==> src/source/ldpc_dec_params.svh <==
// LDPC decoder LLR path code parameters
// QC code with a 2x4 base matrix and circulant size 8, 6-bit LLRs

`ifndef LDPC_DEC_PARAMS_SVH
`define LDPC_DEC_PARAMS_SVH

// --------------------
// code geometry
// --------------------

`define LDPC_Z      8   // circulant size, power of two
`define LDPC_C      2   // block rows of the base matrix
`define LDPC_T      4   // block columns, one LLR bank each

// --------------------
// datapath
// --------------------

`define LDPC_LLR_W  6   // signed channel LLR

`endif

==> src/source/ldpc_types_pkg.sv <==
// LDPC LLR path types
// width typedefs, FSM/command enums and datapath structs

`default_nettype none

`include "ldpc_dec_params.svh"

package ldpc_types_pkg;

  localparam int ZCNT_W = $clog2(`LDPC_Z);  // row in circulant == bank address
  localparam int TCNT_W = $clog2(`LDPC_T);
  localparam int CCNT_W = $clog2(`LDPC_C);

  typedef logic signed [`LDPC_LLR_W-1:0] llr_t;
  typedef logic [ZCNT_W-1:0] zcnt_t;
  typedef logic [TCNT_W-1:0] tcnt_t;       // block column
  typedef logic [CCNT_W-1:0] ccnt_t;       // block row
  typedef logic [ZCNT_W-1:0] shift_t;      // circulant shift

  typedef enum logic [1:0] {CMD_LOAD, CMD_READ_VNODE, CMD_READ_CNODE} cmd_e;

  typedef enum logic [1:0] {ST_IDLE, ST_LOAD, ST_READ, ST_DRAIN} seq_state_e;

  // --------------------
  // datapath structs
  // --------------------

  typedef struct packed {
    logic  en;
    tcnt_t bank;
    zcnt_t addr;
    llr_t  data;
  } wr_req_s;

  typedef struct packed {
    logic                     valid;
    logic                     cnode;  // permuted pass
    zcnt_t [`LDPC_T-1:0]      addr;   // one address per bank
    ccnt_t                    ccnt;
    zcnt_t                    zcnt;
    logic                     last;
  } rd_req_s;

  typedef struct packed {
    llr_t [`LDPC_T-1:0] lane;  // lane t from bank t
    ccnt_t              ccnt;
    zcnt_t              zcnt;
    logic               last;
  } rd_word_s;

endpackage

`default_nettype wire

==> src/source/ldpc_code_pkg.sv <==
// LDPC base matrix shift table
// circulant shift per block row and block column

`default_nettype none

`include "ldpc_dec_params.svh"

package ldpc_code_pkg;

  import ldpc_types_pkg::*;

  // --------------------
  // base matrix
  // --------------------

  // no null circulants in this code, every entry is a real shift
  localparam shift_t SHIFT_TAB [`LDPC_C][`LDPC_T] = '{
    '{3'd0, 3'd3, 3'd5, 3'd7},  // row 0
    '{3'd2, 3'd6, 3'd1, 3'd4}   // row 1
  };

  // --------------------
  // lookup
  // --------------------

  function automatic shift_t get_shift(input ccnt_t c, input tcnt_t t);
    return SHIFT_TAB[c][t];
  endfunction

endpackage

`default_nettype wire

==> src/source/ldpc_load_ctrl.sv <==
// LDPC LLR load controller
// takes the channel LLR stream column-major, writes banks linearly

`default_nettype none

`include "ldpc_dec_params.svh"

module ldpc_load_ctrl import ldpc_types_pkg::*; (
  input  logic    iclk,
  input  logic    rst,
  input  logic    load_start,  // arm for one codeword
  input  logic    in_valid,
  input  llr_t    in_llr,
  output logic    in_ready,
  output wr_req_s wr_req,      // registered bank write
  output logic    load_done    // with the last write
);

  logic armed;
  logic accept;
  logic last_beat;

  struct packed {
    zcnt_t val;
    logic  done;
  } zcnt;   // inner, row in circulant

  struct packed {
    tcnt_t val;
    logic  done;
  } tcnt;   // outer, bank

  assign in_ready  = armed;
  assign accept    = in_valid & armed;
  assign last_beat = zcnt.done & tcnt.done;

  always_ff @(posedge iclk) begin
    if (rst) begin
      armed     <= 1'b0;
      zcnt      <= '{val: '0, done: (`LDPC_Z == 1)};
      tcnt      <= '{val: '0, done: (`LDPC_T == 1)};
      wr_req.en <= 1'b0;
      load_done <= 1'b0;
    end else begin
      wr_req.en <= accept;
      load_done <= accept & last_beat;
      if (accept) begin
        wr_req.bank <= tcnt.val;
        wr_req.addr <= zcnt.val;
        wr_req.data <= in_llr;
      end
      // counters, done flags one step ahead
      if (load_start) begin
        armed <= 1'b1;
        zcnt  <= '{val: '0, done: (`LDPC_Z == 1)};
        tcnt  <= '{val: '0, done: (`LDPC_T == 1)};
      end else if (accept) begin
        if (last_beat) begin
          armed <= 1'b0;  // codeword complete
          zcnt  <= '{val: '0, done: (`LDPC_Z == 1)};
          tcnt  <= '{val: '0, done: (`LDPC_T == 1)};
        end else if (zcnt.done) begin
          zcnt      <= '{val: '0, done: (`LDPC_Z == 1)};
          tcnt.val  <= tcnt.val + 1'b1;
          tcnt.done <= (tcnt.val == tcnt_t'(`LDPC_T-2));
        end else begin
          zcnt.val  <= zcnt.val + 1'b1;
          zcnt.done <= (zcnt.val == zcnt_t'(`LDPC_Z-2));
        end
      end
    end
  end

endmodule

`default_nettype wire

==> src/source/ldpc_addr_gen.sv <==
// LDPC LLR read address generator
// stage 1: schedule + shift lookup, stage 2: modulo Z reduce
// vnode = linear, cnode = per-bank shifted address

`default_nettype none

`include "ldpc_dec_params.svh"

module ldpc_addr_gen
  import ldpc_types_pkg::*;
  import ldpc_code_pkg::*;
(
  input  logic    iclk,
  input  logic    rst,
  input  logic    rd_start,       // one-cycle pass start
  input  logic    cnode,          // held for the whole pass
  input  logic    adv,            // pipeline clock enable
  output rd_req_s rd_req,
  output logic    rd_issue_done   // last request of the pass issued
);

  typedef logic [ZCNT_W:0] sum_t;  // one extra bit before modulo

  logic active;
  logic issue;
  logic last;

  struct packed {
    zcnt_t val;
    logic  done;
  } zcnt;

  struct packed {
    ccnt_t val;
    logic  done;
  } ccnt;   // cnode only

  struct packed {
    logic               valid;
    logic               cnode;
    sum_t [`LDPC_T-1:0] sum;
    ccnt_t              ccnt;
    zcnt_t              zcnt;
    logic               last;
  } s1;

  assign issue         = adv & (active | rd_start);
  assign last          = zcnt.done & (~cnode | ccnt.done);
  assign rd_issue_done = issue & last;

  // --------------------
  // schedule counters
  // --------------------

  always_ff @(posedge iclk) begin
    if (rst) begin
      active <= 1'b0;
      zcnt   <= '{val: '0, done: (`LDPC_Z == 1)};
      ccnt   <= '{val: '0, done: (`LDPC_C == 1)};
    end else begin
      if (rd_start) active <= 1'b1;  // holds over a stall
      if (issue) begin
        if (last) begin
          active <= 1'b0;
          zcnt   <= '{val: '0, done: (`LDPC_Z == 1)};
          ccnt   <= '{val: '0, done: (`LDPC_C == 1)};
        end else if (zcnt.done) begin
          // next block row, cnode only
          zcnt      <= '{val: '0, done: (`LDPC_Z == 1)};
          ccnt.val  <= ccnt.val + 1'b1;
          ccnt.done <= (ccnt.val == ccnt_t'(`LDPC_C-2));
        end else begin
          zcnt.val  <= zcnt.val + 1'b1;
          zcnt.done <= (zcnt.val == zcnt_t'(`LDPC_Z-2));
        end
      end
    end
  end

  // stage 1 -- table lookup and add
  always_ff @(posedge iclk) begin
    if (rst) begin
      s1.valid <= 1'b0;
    end else if (adv) begin
      s1.valid <= issue;
      s1.cnode <= cnode;
      s1.ccnt  <= ccnt.val;
      s1.zcnt  <= zcnt.val;
      s1.last  <= last;
      for (int t = 0; t < `LDPC_T; t++) begin
        s1.sum[t] <= {1'b0, zcnt.val} +
                     (cnode ? {1'b0, get_shift(ccnt.val, tcnt_t'(t))} : '0);
      end
    end
  end

  // stage 2 -- modulo Z
  always_ff @(posedge iclk) begin
    if (rst) begin
      rd_req.valid <= 1'b0;
    end else if (adv) begin
      rd_req.valid <= s1.valid;
      rd_req.cnode <= s1.cnode;
      rd_req.ccnt  <= s1.ccnt;
      rd_req.zcnt  <= s1.zcnt;
      rd_req.last  <= s1.last;
      for (int t = 0; t < `LDPC_T; t++) begin
        rd_req.addr[t] <= get_mod(s1.sum[t]);
      end
    end
  end

  // subtract Z, keep the sum if it borrowed
  function automatic zcnt_t get_mod(input sum_t sum);
    sum_t diff;
    diff = sum - sum_t'(`LDPC_Z);
    return diff[ZCNT_W] ? sum[ZCNT_W-1:0] : diff[ZCNT_W-1:0];
  endfunction

endmodule

`default_nettype wire

==> src/source/ldpc_llr_mem.sv <==
// LDPC LLR banked memory
// one bank per block column, registered read held on stall

`default_nettype none

`include "ldpc_dec_params.svh"

module ldpc_llr_mem import ldpc_types_pkg::*; (
  input  logic     iclk,
  input  logic     rst,
  input  logic     adv,       // read stage enable
  input  wr_req_s  wr_req,
  input  rd_req_s  rd_req,
  output rd_word_s rd_word,
  output logic     rd_valid
);

  llr_t mem_q [`LDPC_T][`LDPC_Z];  // [bank][row]

  // --------------------
  // write port
  // --------------------

  always_ff @(posedge iclk) begin
    for (int t = 0; t < `LDPC_T; t++) begin
      if (wr_req.en && (wr_req.bank == tcnt_t'(t))) begin
        mem_q[t][wr_req.addr] <= wr_req.data;
      end
    end
  end

  // --------------------
  // read port
  // --------------------

  always_ff @(posedge iclk) begin
    if (rst) rd_valid <= 1'b0;
    else if (adv) rd_valid <= rd_req.valid;
  end

  always_ff @(posedge iclk) begin
    if (adv) begin
      for (int t = 0; t < `LDPC_T; t++) begin
        rd_word.lane[t] <= mem_q[t][rd_req.addr[t]];  // own address per bank
      end
      rd_word.ccnt <= rd_req.ccnt;
      rd_word.zcnt <= rd_req.zcnt;
      rd_word.last <= rd_req.last;
    end
  end

endmodule

`default_nettype wire

==> src/source/ldpc_seq_ctrl.sv <==
// LDPC LLR path sequencer
// command FSM, read mode latch, pipeline advance from output handshake

`default_nettype none

module ldpc_seq_ctrl import ldpc_types_pkg::*; (
  input  logic iclk,
  input  logic rst,
  input  logic cmd_valid,
  input  cmd_e cmd,
  input  logic load_done,
  input  logic rd_issue_done,
  input  logic rd_valid,       // output word present
  input  logic out_ready,
  input  logic last_out,       // last tag of the output word
  output logic cmd_ready,
  output logic load_start,
  output logic rd_start,
  output logic cnode,          // latched read mode
  output logic adv
);

  seq_state_e state;
  logic       cmd_fire;
  logic       out_fire;

  assign cmd_ready = (state == ST_IDLE);
  assign cmd_fire  = cmd_valid & cmd_ready;
  assign out_fire  = rd_valid & out_ready;
  assign adv       = ~rd_valid | out_ready;  // stall on held word

  // --------------------
  // command FSM
  // --------------------

  always_ff @(posedge iclk) begin
    if (rst) begin
      state      <= ST_IDLE;
      load_start <= 1'b0;
      rd_start   <= 1'b0;
      cnode      <= 1'b0;
    end else begin
      load_start <= 1'b0;  // pulses
      rd_start   <= 1'b0;
      unique case (state)
        ST_IDLE: begin
          if (cmd_fire) begin
            case (cmd)
              CMD_LOAD: begin
                state      <= ST_LOAD;
                load_start <= 1'b1;
              end
              CMD_READ_VNODE, CMD_READ_CNODE: begin
                state    <= ST_READ;
                rd_start <= 1'b1;
                cnode    <= (cmd == CMD_READ_CNODE);
              end
              default: state <= ST_IDLE;  // unknown command dropped
            endcase
          end
        end
        ST_LOAD: begin
          if (load_done) state <= ST_IDLE;
        end
        ST_READ: begin
          if (rd_issue_done) state <= ST_DRAIN;  // requests all issued
        end
        ST_DRAIN: begin
          if (out_fire && last_out) state <= ST_IDLE;
        end
        default: state <= ST_IDLE;
      endcase
    end
  end

endmodule

`default_nettype wire

==> src/source/ldpc_llr_shuffle_top.sv <==
// LDPC LLR memory path top
// load stream into banks, read back in vnode or cnode order

`default_nettype none

module ldpc_llr_shuffle_top import ldpc_types_pkg::*; (
  input  logic     iclk,
  input  logic     rst,
  input  logic     cmd_valid,
  output logic     cmd_ready,
  input  cmd_e     cmd,
  input  logic     in_valid,
  output logic     in_ready,
  input  llr_t     in_llr,
  output logic     out_valid,
  input  logic     out_ready,
  output rd_word_s out_word
);

  logic    load_start;
  logic    load_done;
  logic    rd_start;
  logic    cnode;
  logic    adv;
  logic    rd_issue_done;
  wr_req_s wr_req;
  rd_req_s rd_req;

  ldpc_seq_ctrl u_seq_ctrl (
    .iclk(iclk), .rst(rst),
    .cmd_valid(cmd_valid), .cmd(cmd),
    .load_done(load_done), .rd_issue_done(rd_issue_done),
    .rd_valid(out_valid), .out_ready(out_ready), .last_out(out_word.last),
    .cmd_ready(cmd_ready), .load_start(load_start),
    .rd_start(rd_start), .cnode(cnode), .adv(adv)
  );

  ldpc_load_ctrl u_load_ctrl (
    .iclk(iclk), .rst(rst),
    .load_start(load_start), .in_valid(in_valid), .in_llr(in_llr),
    .in_ready(in_ready), .wr_req(wr_req), .load_done(load_done)
  );

  ldpc_addr_gen u_addr_gen (
    .iclk(iclk), .rst(rst),
    .rd_start(rd_start), .cnode(cnode), .adv(adv),
    .rd_req(rd_req), .rd_issue_done(rd_issue_done)
  );

  // memory read stage is the output register
  ldpc_llr_mem u_llr_mem (
    .iclk(iclk), .rst(rst), .adv(adv),
    .wr_req(wr_req), .rd_req(rd_req),
    .rd_word(out_word), .rd_valid(out_valid)
  );

endmodule

`default_nettype wire

==> config.mk <==
export PLATFORM = sky130hd
export DESIGN_NAME = ldpc_llr_shuffle_top
export DESIGN_NICKNAME = d
export VERILOG_FILES = /design/src/source/ldpc_types_pkg.sv /design/src/source/ldpc_code_pkg.sv /design/src/source/ldpc_load_ctrl.sv /design/src/source/ldpc_addr_gen.sv /design/src/source/ldpc_llr_mem.sv /design/src/source/ldpc_seq_ctrl.sv /design/src/source/ldpc_llr_shuffle_top.sv
export VERILOG_INCLUDE_DIRS = /design/src /design/src/source
export SDC_FILE = /design/constraint.sdc
export NUM_CORES = 1
export LEC_CHECK = 0
export BUFFER_PORTS_ARGS = -buffer_cell sky130_fd_sc_hd__buf_4
export CORE_AREA = 2 2 150 152
export CTS_CLUSTER_SIZE = 10
export DETAILED_ROUTE_END_ITERATION = 6
export DIE_AREA = 0 0 152 154
export PLACE_DENSITY = 0.64
export SETUP_SLACK_MARGIN = 0.1
export SYNTH_ARGS = -nofsm -noshare
export SYNTH_HDL_FRONTEND = slang
export SYNTH_SLANG_ARGS = --single-unit
==> constraint.sdc <==
create_clock -name iclk -period 3.5 [get_ports iclk]
set_clock_uncertainty 0.05 [all_clocks]
set_input_delay 0.7 -clock iclk [delete_from_list [all_inputs] [get_ports iclk]]
set_output_delay 0.7 -clock iclk [all_outputs]
set_load 0.01 [all_outputs]
==> flow_summary.toml <==
[sta]
timing.final.ws_setup_ns = 1.43
tns_ns = 0
fmax_mhz = 482
drv_slew = 0
fin_crit_ns = 2.07
setup_viol = 0
tightest_slew_ns = 1.22
period_share_pct = 59.2
hold_viol_final = 0
rsz0062_at_grt = "false"
relSlewSlack_pct = 19.0

[floorplan]
start_util_pct = 49.7
num_rows = 54
core_sq_um = 21700
fp.dieH_microns = 154
die_w_microns = 152
die_area_sq_um = 23400
io_pins = 45

[synth]
avgSynthCellArea_sq_um = 20.1
synth.most_common_cell = "edfxtp_1"
synth_cells = 536
ys.flop_type = "edfxtp_1"
async_flop_share_pct = 0
synth.distinct_cells = 39
yosys_warnings = 0
netlist_area_sq_um = 10800
yosysTopAreaCell = "edfxtp_1"
syn-num-nets = 561
ys_seq_area_share_pct = 77.4
ys_seq_elements = 286
synth_common_cells = "edfxtp_1, nor2_1, mux4_2"
synth_edf_count = 262
synthTopCellsByArea = "edfxtp_1, mux4_2, dfxtp_1"
yosysTopAreaCellShare_pct = 72.9

[critical_path]
crit_chain = "mux4_1 > mux2_2"
path_class = "reg2reg"
critPathTopFamily = "multiplexers"
critPathCaptureType = "register"
cp.required_ns = 3.69
slowest_delay_ns = 0.83
cp_num_buf_inv = 0
arrival_ns = 2.26
critPathSlowestCell = "edfxtp_1"
critPathMaxFanout = 12
cp-start-kind = "register"

[global_route]
grt_pass1_vias = 5201
met1_usage_pct = 22.1
top_usage_layer = "met2"
use_met3_pct = 3.44
gr-total-overflow = 0
grt_usage_pct = 16.7
grt_pass1_wl_microns = 29800
grt_max_degree = 34
antenna_found_initial = 0
gr-usage-met2_pct = 27.9

[placed_design]
dp_hpwl_microns = 11800
place_congestion = 0.699
dpl_worst_slack_ns = 1.20
portBuffers = 44
placed_area_sq_um = 11400
dp_cells = 841

[drt]
wl_per_cell_microns = 21.4
vias = 4946
drcViolationCount = 0
drt-initial-drc-count = 370
vias_per_cell = 5.56
final_antenna_net_count = 0
dr.pass1.iters = 5
finalWirelength_microns = 19000

[finish]
drive_gt1_share_pct = 24.1
layout.cells.non_filler = 890
num-nets-final = 622
diodes = 0
stdcell_area_sq_um = 12400
area_growth_pct = 14.6

[clock_network]
clockBufferDepth = 3
cts-buffers-inserted = 34
clkSlewWorstSetupHoldPaths_ns = 0.05
cts_hold_buf = 0
clk_latency_ns = 0.49
h-tree-depth = 2
clock-sinks = 286
cts_resized = 0
cts-root-buf = "clkbuf_16"
cts_tree = "built"
post_cts_buffers = 0

[outcome]
outcome = "completed"

[power_and_ir_drop]
seqPwrFrac_pct = 53.0
netSwitchingFraction_pct = 18.8
net-switching-power_mw = 1.37
powerDensity_nw_per_um2 = 589
pwr-share-clk_pct = 43.4
cellLeakagePower_nw = 4.11
p_int_mw = 5.91
finalPower_mw = 7.28
ir_drop_mv = 0.306
power_frac_comb_pct = 3.6

[hold_path]
worstHoldPathType = "in2reg"

[flow_run]
maxCapViolCount = 0
[sequential cells by signal (all words and copies together), names as in the netlist]
signal	count
u_llr_mem.mem_q	192
u_llr_mem.rd_word	29
u_addr_gen.rd_req	16
u_addr_gen.s1	16
u_load_ctrl.wr_req	12
u_addr_gen.zcnt	4
u_load_ctrl.zcnt	4
u_load_ctrl.tcnt	3
u_seq_ctrl.state	2
u_addr_gen.active	1
u_addr_gen.ccnt	1
u_llr_mem.rd_valid	1
u_load_ctrl.in_ready	1
u_load_ctrl.load_done	1
u_seq_ctrl.cnode	1
u_seq_ctrl.load_start	1
u_seq_ctrl.rd_start	1
[path summary, 6_finish.rpt]
check,cells after the start,end,slack (ns),start
worst max-delay path,2,u_llr_mem.rd_word[24],1.43,u_addr_gen.rd_req[15]
worst max register to register,2,u_llr_mem.rd_word[24],1.43,u_addr_gen.rd_req[15]
worst min-delay path,1,u_load_ctrl.wr_req[1],0.33,in_llr[1]
worst min register to register,0,u_addr_gen.rd_req[7],0.36,u_addr_gen.s1[7]
[power groups by stage]
stage	Clock, mW	Combinational (mW)	Sequential (mW)
CTS	3.23	0.265	3.86
floorplan	0	0.183	3.90
detailed placement	0	0.264	3.93
global placement	0	0.258	3.93
finish	3.16	0.259	3.86
global route	3.37	0.280	3.87
[cell usage in the layout (no fill, tap or decap), drive strengths merged]
| cell type | instances |
|---|---|
| nor3 | 6 |
| nor2 | 56 |
| mux4 | 48 |
| nor4 | 2 |
| mux2i | 2 |
| mux2 | 24 |
| buf | 45 |
| edfxtp | 262 |
| nor2b | 3 |
| and2 | 1 |
| xor2 | 2 |
| o21ai | 3 |
| bufinv | 1 |
| nand2 | 15 |
| nand4 | 2 |
| nand4b | 1 |
| a31oi | 1 |
| a211oi | 1 |
| dfxtp | 24 |
| a311oi | 1 |
| or4b | 1 |
| xnor2 | 7 |
| or3 | 3 |
| o21a | 1 |
| nand3b | 7 |
| ha | 12 |
| nor3b | 1 |
| inv | 6 |
| a21oi | 16 |
| nand3 | 4 |
| or2 | 1 |
| or3b | 3 |
| clkbuf | 48 |
[kinds of logic (layout without fill, tap and decap cells)]
family	count (synthesis)	after routing	synth area share, %
DFF	286	286	77.4
and+or+nand+nor	106	106	4.67
muxes	74	74	13.3
buffers and inverters	26	100	1.29
AOI/OAI and AO/OA	23	23	1.26
adders and majority gates	12	12	1.39
xor gates and xnor gates	9	9	0.731
[layer usage]
| metal | vias to the layer above | routed length [microns] |
|---|---|---|
| li1 | 2250 | - |
| met1 | 2539 | 8280 |
| met2 | 123 | 9610 |
| met3 | 34 | 783 |
| met4 | 0 | 369 |
| met5 | - | 0 |
[worst reg2reg max path: stages, from the launching register on]
cell and delay (ns):
edfxtp_1 0.83, mux4_1 0.66, mux2_2 0.28
[cell type report]
cell class	instances	area, sq um
repair buffers	45	338
clock inverters	1	30.0
flip-flops and latches	286	8350
fillers	1604	9330
inverters	6	25.0
multi-input cells	224	2300
clock buffers	48	967
well taps	280	350
[per-stage QoR]
stage	utilization, %	hold WS, ns
2_1_floorplan	-	0.350
3_3_place_gp	52.4	0.352
3_5_place_dp	52.4	0.355
4_1_cts	57.0	0.312
5_1_grt	57.0	0.318
6_report	57.0	0.332
Note: power is estimated with default switching activity, not from simulation.
